===== config.mk =====
export PLATFORM = sky130hd
export DESIGN_NAME = cen_quad_gen
export DESIGN_NICKNAME = d
export VERILOG_FILES = /design/src/cpu_types_pkg.sv /design/src/cen_quad_gen.sv
export SDC_FILE = /design/constraint.sdc
export NUM_CORES = 1
export LEC_CHECK = 0
export ABC_AREA = 1
export BUFFER_PORTS_ARGS = -buffer_cell sky130_fd_sc_hd__buf_2
export CORE_AREA = 5 5 42 44
export CTS_CLUSTER_DIAMETER = 80
export DETAILED_ROUTE_END_ITERATION = 10
export DIE_AREA = 0 0 47 49
export PLACE_DENSITY = 0.69
export SYNTH_ARGS = -nofsm -noshare
export SYNTH_HDL_FRONTEND = slang
export SYNTH_SLANG_ARGS = --single-unit

===== constraint.sdc =====
create_clock -name clk -period 1.9 [get_ports clk]
set_clock_uncertainty 0.1 [all_clocks]
set_input_delay 0.19 -clock clk [delete_from_list [all_inputs] [get_ports clk]]
set_output_delay 0.19 -clock clk [all_outputs]
set_load 0.01 [all_outputs]

===== src/cpu_types_pkg.sv =====
// shared widths and vector types of the 6809 bus and its E/Q timing
// the phase count runs 0..3 per CPU cycle, E on 0 and Q on 2
// misses saturate at MISS_MAX, lost time beyond that is not repaid

package cpu_types_pkg;

    typedef logic [15:0] addr_t;   // CPU address
    typedef logic [7:0]  byte_t;   // data byte
    typedef logic [1:0]  phase_t;  // quadrature phase count
    typedef logic [3:0]  miss_t;   // missed phase count

    // local work RAM, 2**RAM_AW bytes
    localparam int RAM_AW = 10;

    // saturation value of the missed phase count
    localparam miss_t MISS_MAX = 4'd15;

    // phase slots where the CPU clock enables fire
    localparam phase_t PH_E = 2'd0;
    localparam phase_t PH_Q = 2'd2;

endpackage


===== src/cen_quad_gen.sv =====
// E/Q quadrature enables out of the fast cen strobe, one CPU cycle per 4 cen
// cen must not be high on two clocks in a row
// phases stalled while gate is low are counted and, with recovery_en,
// repaid by skipping the odd phase until the count is back at zero

module cen_quad_gen (
    input  logic                 clk,
    input  logic                 rstn,
    input  logic                 cen,
    input  logic                 gate,
    input  logic                 recovery_en,
    output logic                 cen_e,
    output logic                 cen_q,
    output cpu_types_pkg::miss_t misses
);

    cpu_types_pkg::phase_t phase;
    logic                  eq;       // E or Q fired on this cen
    logic                  last_eq;  // E or Q fired on the previous cen
    logic                  catchup;

    // both enables are combinational with cen, no extra latency
    assign cen_e = cen & gate & (phase == cpu_types_pkg::PH_E);
    assign cen_q = cen & gate & (phase == cpu_types_pkg::PH_Q);
    assign eq    = cen_e | cen_q;

    assign catchup = recovery_en && (misses != '0);

    always_ff @(posedge clk or negedge rstn) begin
        if (!rstn) begin
            phase   <= cpu_types_pkg::PH_E;
            misses  <= '0;
            last_eq <= 1'b0;
        end else if (cen) begin
            last_eq <= eq;
            if (gate) begin
                if (catchup) begin
                    // jump straight to the next E or Q slot
                    phase  <= {~phase[1], 1'b0};
                    misses <= misses - 4'd1;
                end else begin
                    phase <= phase + 2'd1;
                end
            end else if (phase[0]) begin
                // half phase invisible to the CPU, let it pass
                phase <= phase + 2'd1;
            end else if (!last_eq && misses != cpu_types_pkg::MISS_MAX) begin
                misses <= misses + 4'd1;  // phase held, count it
            end
        end
    end

endmodule


-- Word-level counts from Yosys, hierarchy flattened
Cells that the tools add are included.
- equal/unequal tests: 4
- reductions and logical operators: 9
- mux-type cells: 7
- bitwise operators: 5
- add/sub/neg operators: 3
- operator list (operator ; number):
    $mux W4 ; 4
    $mux W2 ; 3
    $add A4 B1 Y4 const B ; 1
    $ne A4 B4 Y1 const B ; 1
    $reduce_and A4 Y1 ; 1
    $reduce_bool A2 Y1 ; 2
    $reduce_bool A4 Y1 ; 1
    $sub A4 B1 Y4 const B ; 1
    $and A1 B1 Y1 ; 3
    $add A2 B1 Y2 const B ; 1
    $eq A2 B2 Y1 const B ; 1
    $logic_and A1 B1 Y1 ; 2
    $logic_not A2 Y1 ; 1
    $ne A2 B1 Y1 const B ; 1
    $ne A2 B2 Y1 const B ; 1
    $reduce_and A2 Y1 ; 1
    $logic_not A1 Y1 ; 1
    $not A1 Y1 ; 1
    $or A1 B1 Y1 ; 1
- bits of input ports: 5
- bits in registers: 7
- word-level logic and storage cells: 32
- output and inout port bits: 6

-- Logic depth before layout (Yosys ltp)
Gate-level depths: netlist of the first run.
- word-level depth: 5
- gate-level depth with buffers: 8
- depth with buffers taken out: 8

-- Worst setup path after synthesis of the first run
OpenSTA, ideal clock, no wires.
- kind: flip-flop to flip-flop
- start: reg misses[0]
- end: reg misses[2]
- data required time: 1683 ps
- buffers on the path: 0
- data arrival time: 1169 ps
- slack: 514 ps
- setup time: 117 ps
- period minus slack after synthesis: 1386 ps
- stages on the path, launching flop included: 6
- path through: dfrtp_1 > inv_1 > fa_1 > xnor2_1 > nand3_1 > nand2_1
- longest elaborated chain between the ends: 4
- elaborated cells on any way between the ends: 13
- those cells by class: add/sub (2); eq/ne (2); mux (4); reduce/logical (5)
- RTL lines (what ; RTL line ; text):
    from (decl) ; cen_quad_gen.sv:14 ; output cpu_types_pkg::miss_t misses
    from (signal assigned) ; cen_quad_gen.sv:40 ; misses <= misses - 4'd1;
    from (signal assigned) ; cen_quad_gen.sv:48 ; misses <= misses + 4'd1;
    $add A4 B1 Y4, or another cell as far along ; cen_quad_gen.sv:48 ;
    $mux W4, or another cell as far along ; cen_quad_gen.sv:47 ; end else if (!last_eq && misses != cpu_types_pkg::MISS_MAX) begin
    $mux W4, or another cell as far along ; cen_quad_gen.sv:44 ; end else if (phase[0]) begin
    $mux W4 / $reduce_and A4 Y1 (equally long branches) ; - ;
Parallel ways exist; a longest one is shown, timed or not. The select of a mux whose other input is x is not followed.
A chain may end at the register's enable or synchronous reset.

-- Final worst setup path of the first run
- start: reg phase[0]
- end: out cen_e
- longest elaborated chain between the ends: 2
- RTL lines (what ; RTL line ; text):
    from (decl) ; cen_quad_gen.sv:17 ; cpu_types_pkg::phase_t phase;
    from (signal assigned) ; cen_quad_gen.sv:31 ; phase <= cpu_types_pkg::PH_E;
    from (signal assigned) ; cen_quad_gen.sv:39 ; phase <= {~phase[1], 1'b0};
    from (signal assigned) ; cen_quad_gen.sv:42 ; phase <= phase + 2'd1;
    $logic_not A2 Y1 ; cen_quad_gen.sv:23 ; assign cen_e = cen & gate & (phase == cpu_types_pkg::PH_E);
    $and A1 B1 Y1 ; cen_quad_gen.sv:23 ;
    to (decl) ; cen_quad_gen.sv:12 ; output logic cen_e,
Every way passes these cells.

==> impl_metrics.csv, run 1 <==
group,metric,value,unit
clock_network,htree_levels,1,
synthesis,postSynth.asyncResetShare,1.00,
power_and_ir_drop,powerDensity,1310,mW/mm^2
power_and_ir_drop,p_leak,0.400,nW
clock_network,cts_made_buffers,3,
grt,antenna_found_initial,0,
detailed_routing,drt_first_pass_iters,4,
placed_design,place.gp.congestion,0.830,
synthesis,ys_top_cells_by_area,"dfrtp_1 31%, ha_1 11%, nand2_1 10%",
clock_network,clkSinkCount,7,
timing,setup_violations,0,
layout,final_core_util,0.477,
layout,area_growth,16.6,%
detailed_routing,routed_wl,1.11,mm
power_and_ir_drop,p_int,0.484,mW
synthesis,synthCells,73,
timing,rsz0062_at_grt,"no",
layout,nNetsFinal,99,
clock_network,ctsLongestPathBuffers,2,
timing,slew_violations,0,
worst_hold_path,hold_path.class,"primary input to register",
critical_path,max_stage_delay,420,ps
placed_design,place_hpwl,899,um
critical_path,timing.rr.end,"misses[2]",
critical_path,r2r_slack,440,ps
critical_path,endpoint_kind,"primary output",
die,ios,11,
synthesis,synth-edff-count,0,
run_status,outcome,"finished clean",
power_and_ir_drop,switching_power,0.390,mW
power_and_ir_drop,power,0.875,mW
synthesis,synth.yosys.seq_area_share,0.306,
synthesis,synth.most_common_cell,"nand2_1",
synthesis,ys_types,19,
synthesis,synth_fp_nets,84,
synthesis,synthesis.area,573,sq um
layout,antenna_cells,0,
critical_path,critical_path_class,"register to primary output",
power_and_ir_drop,max-vdd-ir-drop,0.730,mV
critical_path,worstReg2RegStart,"misses[0]",
critical_path,worstRegToRegCells,5,
timing,relSlewSlack,0.843,
die,die_area,0.00230,sq mm
layout,drive_above_1_share,0.241,
synthesis,avgSynthCellArea,7.85,sq um
critical_path,critPathSlowestCell,"dfrtp_1",
detailed_routing,wl_per_cell,10.7,um
die,start_util,0.409,
timing,max_freq,643,MHz
die,num_rows,14,
synthesis,yosysTopAreaCell,"dfrtp_1",
clock_network,clk_latency,250,ps
detailed_routing,ant_nets,0,
detailed_routing,drtIter0Drc,4,
clock_network,path_clk_slew,50,ps
detailed_routing,viasPerCell,4.72,
timing,worst_slew_pin_slew,233,ps
power_and_ir_drop,p_seq_frac,0.337,
critical_path,cp-endpoint,"cen_e",
run,max_cap_viol_count,0,
critical_path,cp_max_fo,4,
clock_network,cts_setup_buffers,0,
clock_network,cts_root_buf,"clkbuf_4",
die,core,0.00140,sq mm
grt,grt_usage,0.112,
synthesis,ys_seq_elements,7,
critical_path,path_cells,"inv_1, ha_1, inv_1, nor2_1, buf_2",
placed_design,io_buffers,10,
critical_path,crit_arrival,1260,ps
clock_network,cts_tree,"yes",
grt,grt-ovfl-total,0,
die,fp.dieW,47,um
grt,grt_start_max_net_pins,10,
timing,hold_violations,0,
timing,finalSetupTns,0,ps
grt,grt_pass1_wl,1.86,mm
critical_path,cp-start-kind,"register",
critical_path,cp.required,1610,ps
synthesis,synth_common_cells,"16 x nand2_1, 12 x inv_1, 8 x nand3_1, 7 x dfrtp_1",
synthesis,synthFlopType,"dfrtp_1",
synthesis,netlist.area_leader.share,0.306,
detailed_routing,drc,0,
detailed_routing,vias,486,
power_and_ir_drop,pwr-share-clk,0.154,
grt,grt_pass1_vias,471,
layout,nFillCells,148,
synthesis,ys_warn_count,0,
timing,period_needed,1550,ps
power_and_ir_drop,sw_frac_of_total,0.446,
critical_path,crit_start,"phase[0]",
timing,fin_crit_sh,0.818,
power_and_ir_drop,pwr-share-comb,0.510,
critical_path,critPathMostFrequentCell,"inv_1",
die,fp.dieH,49,um
-- worst min path at each step --
stage          startpoint  endpoint  slack (ps)  depth (start not counted)
6_report              cen  phase[0]         140                          2
4_1_cts               cen  phase[0]         130                          2
3_3_place_gp         rstn  phase[0]         -70                          1
2_1_floorplan        rstn   last_eq        -210                          0
5_1_grt               cen  phase[0]         130                          2
3_5_place_dp         rstn   last_eq         -70                          1
-- cell families after synthesis --
group	share of synthesized area
compound gates	0.0502
simple gates	0.349
fa+ha+maj	0.144
buf+inv	0.105
xor+xnor	0.0459
flops	0.306
-- cell type report --
type,count,area (sq um),share of cell area
timing repair buffer,11,60.1,0.0899
sequential,7,175,0.262
multi-input combinational,52,338,0.506
inverter,13,48.8,0.0730
clock buffer,4,26.3,0.0393
tap,16,20.0,0.0300
-- metrics by stage --
stage	instances	area, sq um	setup slack (ps)	hold slack [ps]
global placement	98	632	469	-69.5
detailed placement	98	632	408	-71.0
finish	103	668	345	139
global route	103	668	233	133
floorplan	73	573	514	-206
CTS	103	668	322	129
-- power groups by stage --
stage / sequential, mW / combinational (mW) / clock (mW)
after global placement: 0.294 / 0.430 / 0
after CTS: 0.292 / 0.455 / 0.144
after global routing: 0.305 / 0.502 / 0.153
final: 0.295 / 0.446 / 0.134
after floorplan: 0.297 / 0.313 / 0
after detailed placement: 0.294 / 0.451 / 0
-- critical path, delay by kind of cell, from the launching register on --
| family | cells | cell delay, ps |
|---|---|---|
| adder cells (fa/ha/maj) | 1 | 150 |
| flip-flops | 1 | 420 |
| buffers and inverters | 3 | 310 |
| AND/OR/NAND/NOR | 1 | 130 |
-- state kept, by name, summed over array words and instances, names as in the netlist --
| register | flops |
|---|---|
| phase | 2 |
| misses | 4 |
| last_eq | 1 |
-- timing repair --
item / CTS / global route
hold buffers: 1 / 0
resized for setup: 0 / 0
setup endpoints to repair: 0 / 0
endpoints found under the hold margin: 7 / 0
-- cell usage in the layout (no fill, tap or decap) --
cell type / count
nand2_1: 16
buf_2: 10
nor2_1: 5
dlygate4sd3_1: 1
fa_1: 1
nand2_4: 4
nand3_1: 8
clkbuf_4: 3
ha_1: 5
a211o_1: 1
nand2_2: 2
dfrtp_1: 7
o21ai_0: 2
nor3_2: 1
xnor2_1: 2
clkbuf_1: 1
nand3b_1: 1
inv_1: 12
nand4_1: 1
inv_2: 1
xor2_1: 1
a21oi_1: 2
-- metal layers --
layer / GRT usage / up-vias / share of wire
met2: 0.167 / 11 / 0.49
met3: 0.0332 / 0 / 0.053
li1: - / 254 / -
met1: 0.136 / 221 / 0.45
met4: 0.0691 / 0 / 0
met5: 0 / - / 0
Note: power is estimated with default switching activity, not from simulation.
==> inputs of run 2 (changes only) <==
==> constraint.sdc (replaced) <==
create_clock -name clk -period 1.65 [get_ports clk]
set_clock_uncertainty 0.1 [all_clocks]
set_input_delay 0.165 -clock clk [delete_from_list [all_inputs] [get_ports clk]]
set_output_delay 0.165 -clock clk [all_outputs]
set_load 0.01 [all_outputs]
==> impl_metrics.csv, run 2 (synthesized netlist as in run 1, its figures left out) <==
group,metric,value,unit
timing,slew_violations,0,
clock_network,clk_latency,240,ps
power_and_ir_drop,p_leak,0.400,nW
power_and_ir_drop,power,0.996,mW
die,fp.dieW,47,um
detailed_routing,vias,490,
clock_network,cts_root_buf,"clkbuf_4",
timing,fin_ws,98.8,ps
critical_path,worstRegToRegCells,5,
critical_path,cp-start-kind,"register",
timing,max_freq,645,MHz
power_and_ir_drop,powerDensity,1490,mW/mm^2
die,num_rows,14,
layout,layout_commonest_cell,"nand2_1",
die,core,0.00140,sq mm
power_and_ir_drop,switching_power,0.443,mW
layout,largest_registers,"misses x4, phase x2, last_eq x1",
timing,finalSetupTns,0,ps
grt,grt_start_max_net_pins,10,
die,fp.dieH,49,um
detailed_routing,drc,0,
die,start_util,0.409,
critical_path,endpoint_kind,"primary output",
power_and_ir_drop,pwr-share-clk,0.152,
critical_path,r2r_slack,220,ps
placed_design,place.gp.congestion,0.870,
layout,largest_register_ffs,4,
clock_network,cts_resized,0,
critical_path,critPathMostFrequentCell,"inv_1",
grt,grt_pass1_vias,472,
placed_design,io_buffers,10,
die,die_area,0.00230,sq mm
layout,nNetsFinal,99,
detailed_routing,routed_wl,1.09,mm
layout,antenna_cells,0,
timing,period_needed,1550,ps
timing,setup_violations,0,
grt,grt_pass1_wl,1.95,mm
detailed_routing,drt_first_pass_iters,5,
critical_path,cp.required,1380,ps
placed_design,post-place-ws,213,ps
power_and_ir_drop,sw_frac_of_total,0.445,
layout,nFillCells,151,
timing,relSlewSlack,0.838,
layout,top_register,"misses",
critical_path,critical_path_buf_inv_count,3,
layout,area_growth,16.6,%
critical_path,path_cells,"inv_1, ha_1, inv_1, nor2_1, buf_2",
critical_path,cp_top_family,"flip-flops",
power_and_ir_drop,max-vdd-ir-drop,0.791,mV
critical_path,crit_start,"phase[0]",
placed_design,place_hpwl,891,um
run_status,outcome,"finished clean",
detailed_routing,drtIter0Drc,11,
layout,drive_above_1_share,0.241,
layout,final_cell_mix,"16 x nand2_1, 12 x inv_1, 10 x buf_2",
clock_network,ctsLongestPathBuffers,2,
power_and_ir_drop,p_seq_frac,0.335,
die,ios,11,
critical_path,worstReg2RegStart,"misses[0]",
clock_network,htree_levels,1,
timing,hold_violations,0,
detailed_routing,ant_nets,0,
detailed_routing,wl_per_cell,10.6,um
grt,grt_usage,0.114,
clock_network,clkSinkCount,7,
timing,rsz0062_at_grt,"no",
critical_path,crit_arrival,1290,ps
timing,worst_slew_pin_slew,240,ps
critical_path,timing.rr.end,"misses[2]",
grt,antenna_found_initial,0,
critical_path,cp_max_fo,4,
clock_network,cts_tree,"yes",
detailed_routing,viasPerCell,4.76,
clock_network,cts_made_buffers,3,
grt,grt-ovfl-total,0,
power_and_ir_drop,pwr-share-comb,0.513,
critical_path,crit_cells,5,
power_and_ir_drop,p_int,0.553,mW
critical_path,critPathSlowestCell,"dfrtp_1",
critical_path,cp-endpoint,"cen_e",
critical_path,max_stage_delay,420,ps
worst_hold_path,hold_path.class,"primary input to register",
clock_network,path_clk_slew,50,ps
run,max_cap_viol_count,0,
timing,fin_crit_sh,0.940,
critical_path,critical_path_class,"register to primary output",
-- run 2: area by class of cell --
class                   count  area, sq um  share of cell area
multi-input cells          52          338               0.506
flip-flops and latches      7          175               0.262
repair buffers             11         60.1              0.0899
inverters                  13         48.8              0.0730
clock buffers               4         26.3              0.0393
well taps                  16         20.0              0.0300
-- run 2: repair_timing --
item,CTS,global route
setup buffers,0,0
endpoints found under the hold margin,7,0
hold buffers,1,0
-- run 2: power groups by stage --
stage | clock network, mW | logic (mW) | registers, mW
detailed placement | 0 | 0.510 | 0.335
global route | 0.173 | 0.585 | 0.346
floorplan | 0 | 0.360 | 0.342
CTS | 0.159 | 0.515 | 0.333
finish | 0.151 | 0.510 | 0.334
global placement | 0 | 0.499 | 0.335
-- run 2: per-layer routing --
metal  global-route usage  part of all wire  vias up
met5                    0                 0        -
met4               0.0461                 0        0
met3               0.0369             0.024        0
met2                0.167              0.50        8
met1                0.150              0.47      227
li1                     -                 -      255
-- run 2: per-stage QoR --
stage                      util  instance area (sq um)  std cells  hold slack, ps
after floorplan               -                    573         73            -231
after detailed placement  0.451                    632         98           -96.5
after CTS                 0.477                    668        103             116
final                     0.477                    668        103             120
after global routing      0.477                    668        103             114
after global placement    0.451                    632         98           -91.0
-- run 2: worst min-delay path by stage --
stage          start  endpoint  slack (ps)  cells after the start
4_1_cts          cen  phase[0]         120                      2
2_1_floorplan   rstn   last_eq        -230                      0
3_5_place_dp    rstn  phase[0]        -100                      1
6_report         cen  phase[0]         120                      2
3_3_place_gp    rstn  phase[0]         -90                      1
5_1_grt          cen  phase[0]         110                      2
==> inputs of run 3 (changes only) <==
--- a/config.mk
+++ b/config.mk
@@ -11,6 +11,7 @@
 export CTS_CLUSTER_DIAMETER = 80
 export DETAILED_ROUTE_END_ITERATION = 10
 export DIE_AREA = 0 0 47 49
+export GPL_TIMING_DRIVEN = 0
 export PLACE_DENSITY = 0.69
 export SYNTH_ARGS = -nofsm -noshare
 export SYNTH_HDL_FRONTEND = slang
==> impl_metrics.csv, run 3 (synthesized netlist as in run 1, its figures left out) <==
group,metric,value,unit
critical_path,worstRegToRegCells,5,
grt,grt_start_max_net_pins,8,
clock_network,clk_latency,240,ps
timing,period_needed,1520,ps
placed_design,io_buffers,10,
critical_path,cp-start-kind,"register",
grt,grt-ovfl-total,0,
detailed_routing,viasPerCell,4.61,
placed_design,place_hpwl,850,um
timing,max_freq,659,MHz
detailed_routing,routed_wl,1.03,mm
layout,largest_register_ffs,4,
timing,finalSetupTns,0,ps
die,die_area,0.00230,sq mm
grt,grt_pass1_vias,478,
timing,hold_violations,0,
clock_network,clkSinkCount,7,
detailed_routing,drt_first_pass_iters,4,
run,max_cap_viol_count,0,
layout,drive_above_1_share,0.250,
die,core,0.00140,sq mm
power_and_ir_drop,powerDensity,1470,mW/mm^2
detailed_routing,vias,479,
layout,antenna_cells,0,
worst_hold_path,hold_path.class,"primary input to register",
power_and_ir_drop,p_leak,0.406,nW
critical_path,critical_path_class,"register to primary output",
critical_path,cp_top_family,"flip-flops",
run_status,outcome,"finished clean",
grt,grt_pass1_wl,1.84,mm
timing,setup_violations,0,
die,ios,11,
layout,nFillCells,151,
detailed_routing,ant_nets,0,
clock_network,cts_root_buf,"clkbuf_4",
critical_path,worstReg2RegStart,"misses[0]",
critical_path,critPathMostFrequentCell,"inv_1",
die,fp.dieW,47,um
grt,antenna_found_initial,0,
layout,final_cell_mix,"16 x nand2_1, 12 x inv_1, 10 x buf_2",
power_and_ir_drop,max-vdd-ir-drop,0.746,mV
critical_path,max_stage_delay,410,ps
critical_path,path_cells,"inv_1, ha_1, inv_1, nor2_1, buf_2",
critical_path,critical_path_buf_inv_count,3,
clock_network,cts_made_buffers,3,
critical_path,crit_cells,5,
timing,fin_crit_sh,0.919,
clock_network,path_clk_slew,50,ps
grt,grt_usage,0.107,
critical_path,timing.rr.end,"misses[2]",
detailed_routing,wl_per_cell,9.88,um
layout,nNetsFinal,100,
critical_path,crit_start,"phase[0]",
layout,largest_registers,"misses x4, phase x2, last_eq x1",
timing,slew_violations,0,
die,num_rows,14,
detailed_routing,drtIter0Drc,8,
detailed_routing,drc,0,
layout,top_register,"misses",
clock_network,ctsLongestPathBuffers,2,
layout,area_growth,18.6,%
timing,relSlewSlack,0.864,
critical_path,r2r_slack,210,ps
die,start_util,0.409,
die,fp.dieH,49,um
clock_network,cts_tree,"yes",
timing,worst_slew_pin_slew,202,ps
layout,layout_commonest_cell,"nand2_1",
critical_path,cp-endpoint,"cen_e",
critical_path,cp_max_fo,4,
timing,holdWs,106,ps
clock_network,htree_levels,1,
critical_path,crit_arrival,1250,ps
clock_network,cts_resized,0,
timing,rsz0062_at_grt,"no",
critical_path,critPathSlowestCell,"dfrtp_1",
critical_path,endpoint_kind,"primary output",
placed_design,place.gp.congestion,0.801,
critical_path,cp.required,1380,ps
run 3: changes by cell type in the layout (fill, tap and decap cells not counted), sizes merged:
cell,before,now
buf,10,11
run 3: through the flow:
step / utilization / instances / area (sq um) / total power [mW] / setup slack [ps]
detailed placement: 0.459 / 99 / 643 / 0.856 / 223
global route: 0.485 / 104 / 679 / 1.10 / 18.6
CTS: 0.485 / 104 / 679 / 1.01 / 121
finish: 0.485 / 104 / 679 / 1.00 / 133
global placement: 0.459 / 99 / 643 / 0.842 / 236
floorplan: - / 73 / 573 / 0.702 / 264
run 3: worst reg2reg max path: cells and delay by family, from the launching register on:
kind / cells / cell delay (ps)
DFF: 1 / 440
adders and majority gates: 1 / 420
xor gates and xnor gates: 1 / 140
and+or+nand+nor: 2 / 130
buffers and inverters: 1 / 100
run 3: worst min-delay path by stage:
stage	startpoint	to	slack, ps	depth (start not counted)
2_1_floorplan	rstn	last_eq	-230	0
3_3_place_gp	rstn	phase[0]	-100	1
3_5_place_dp	rstn	last_eq	-100	1
4_1_cts	cen	phase[0]	100	2
5_1_grt	cen	phase[0]	120	2
6_report	cen	phase[0]	110	2
run 3: layout make-up:
type | instances | area (sq um) | share of cell area
Multi-Input combinational cell | 52 | 338 | 0.497
Sequential cell | 7 | 175 | 0.258
Timing Repair Buffer | 11 | 60.1 | 0.0884
Inverter | 13 | 48.8 | 0.0718
Clock buffer | 4 | 26.3 | 0.0387
Tap cell | 16 | 20.0 | 0.0295
Buffer | 1 | 11.3 | 0.0166
run 3: repair_timing:
action | CTS | global route
buffers inserted | 0 | 0
hold buffers | 1 | 0
endpoints found under the hold margin | 7 | 0
run 3: layer usage:
layer	wire, um	GRT usage	vias up	part of all wire
met5	0	0	-	0
met1	480	0.136	214	0.47
met3	41	0.0111	0	0.040
li1	-	-	259	-
met2	505	0.165	6	0.49
met4	0	0.0691	0	0
run 3: power breakdown:
group          total (mW)  switching, mW  leakage (nW)  internal [mW]
Clock               0.146         0.0547        0.0150         0.0917
Sequential          0.340         0.0990        0.0863          0.241
Combinational       0.515          0.289         0.305          0.226
Total                1.00          0.443         0.406          0.558
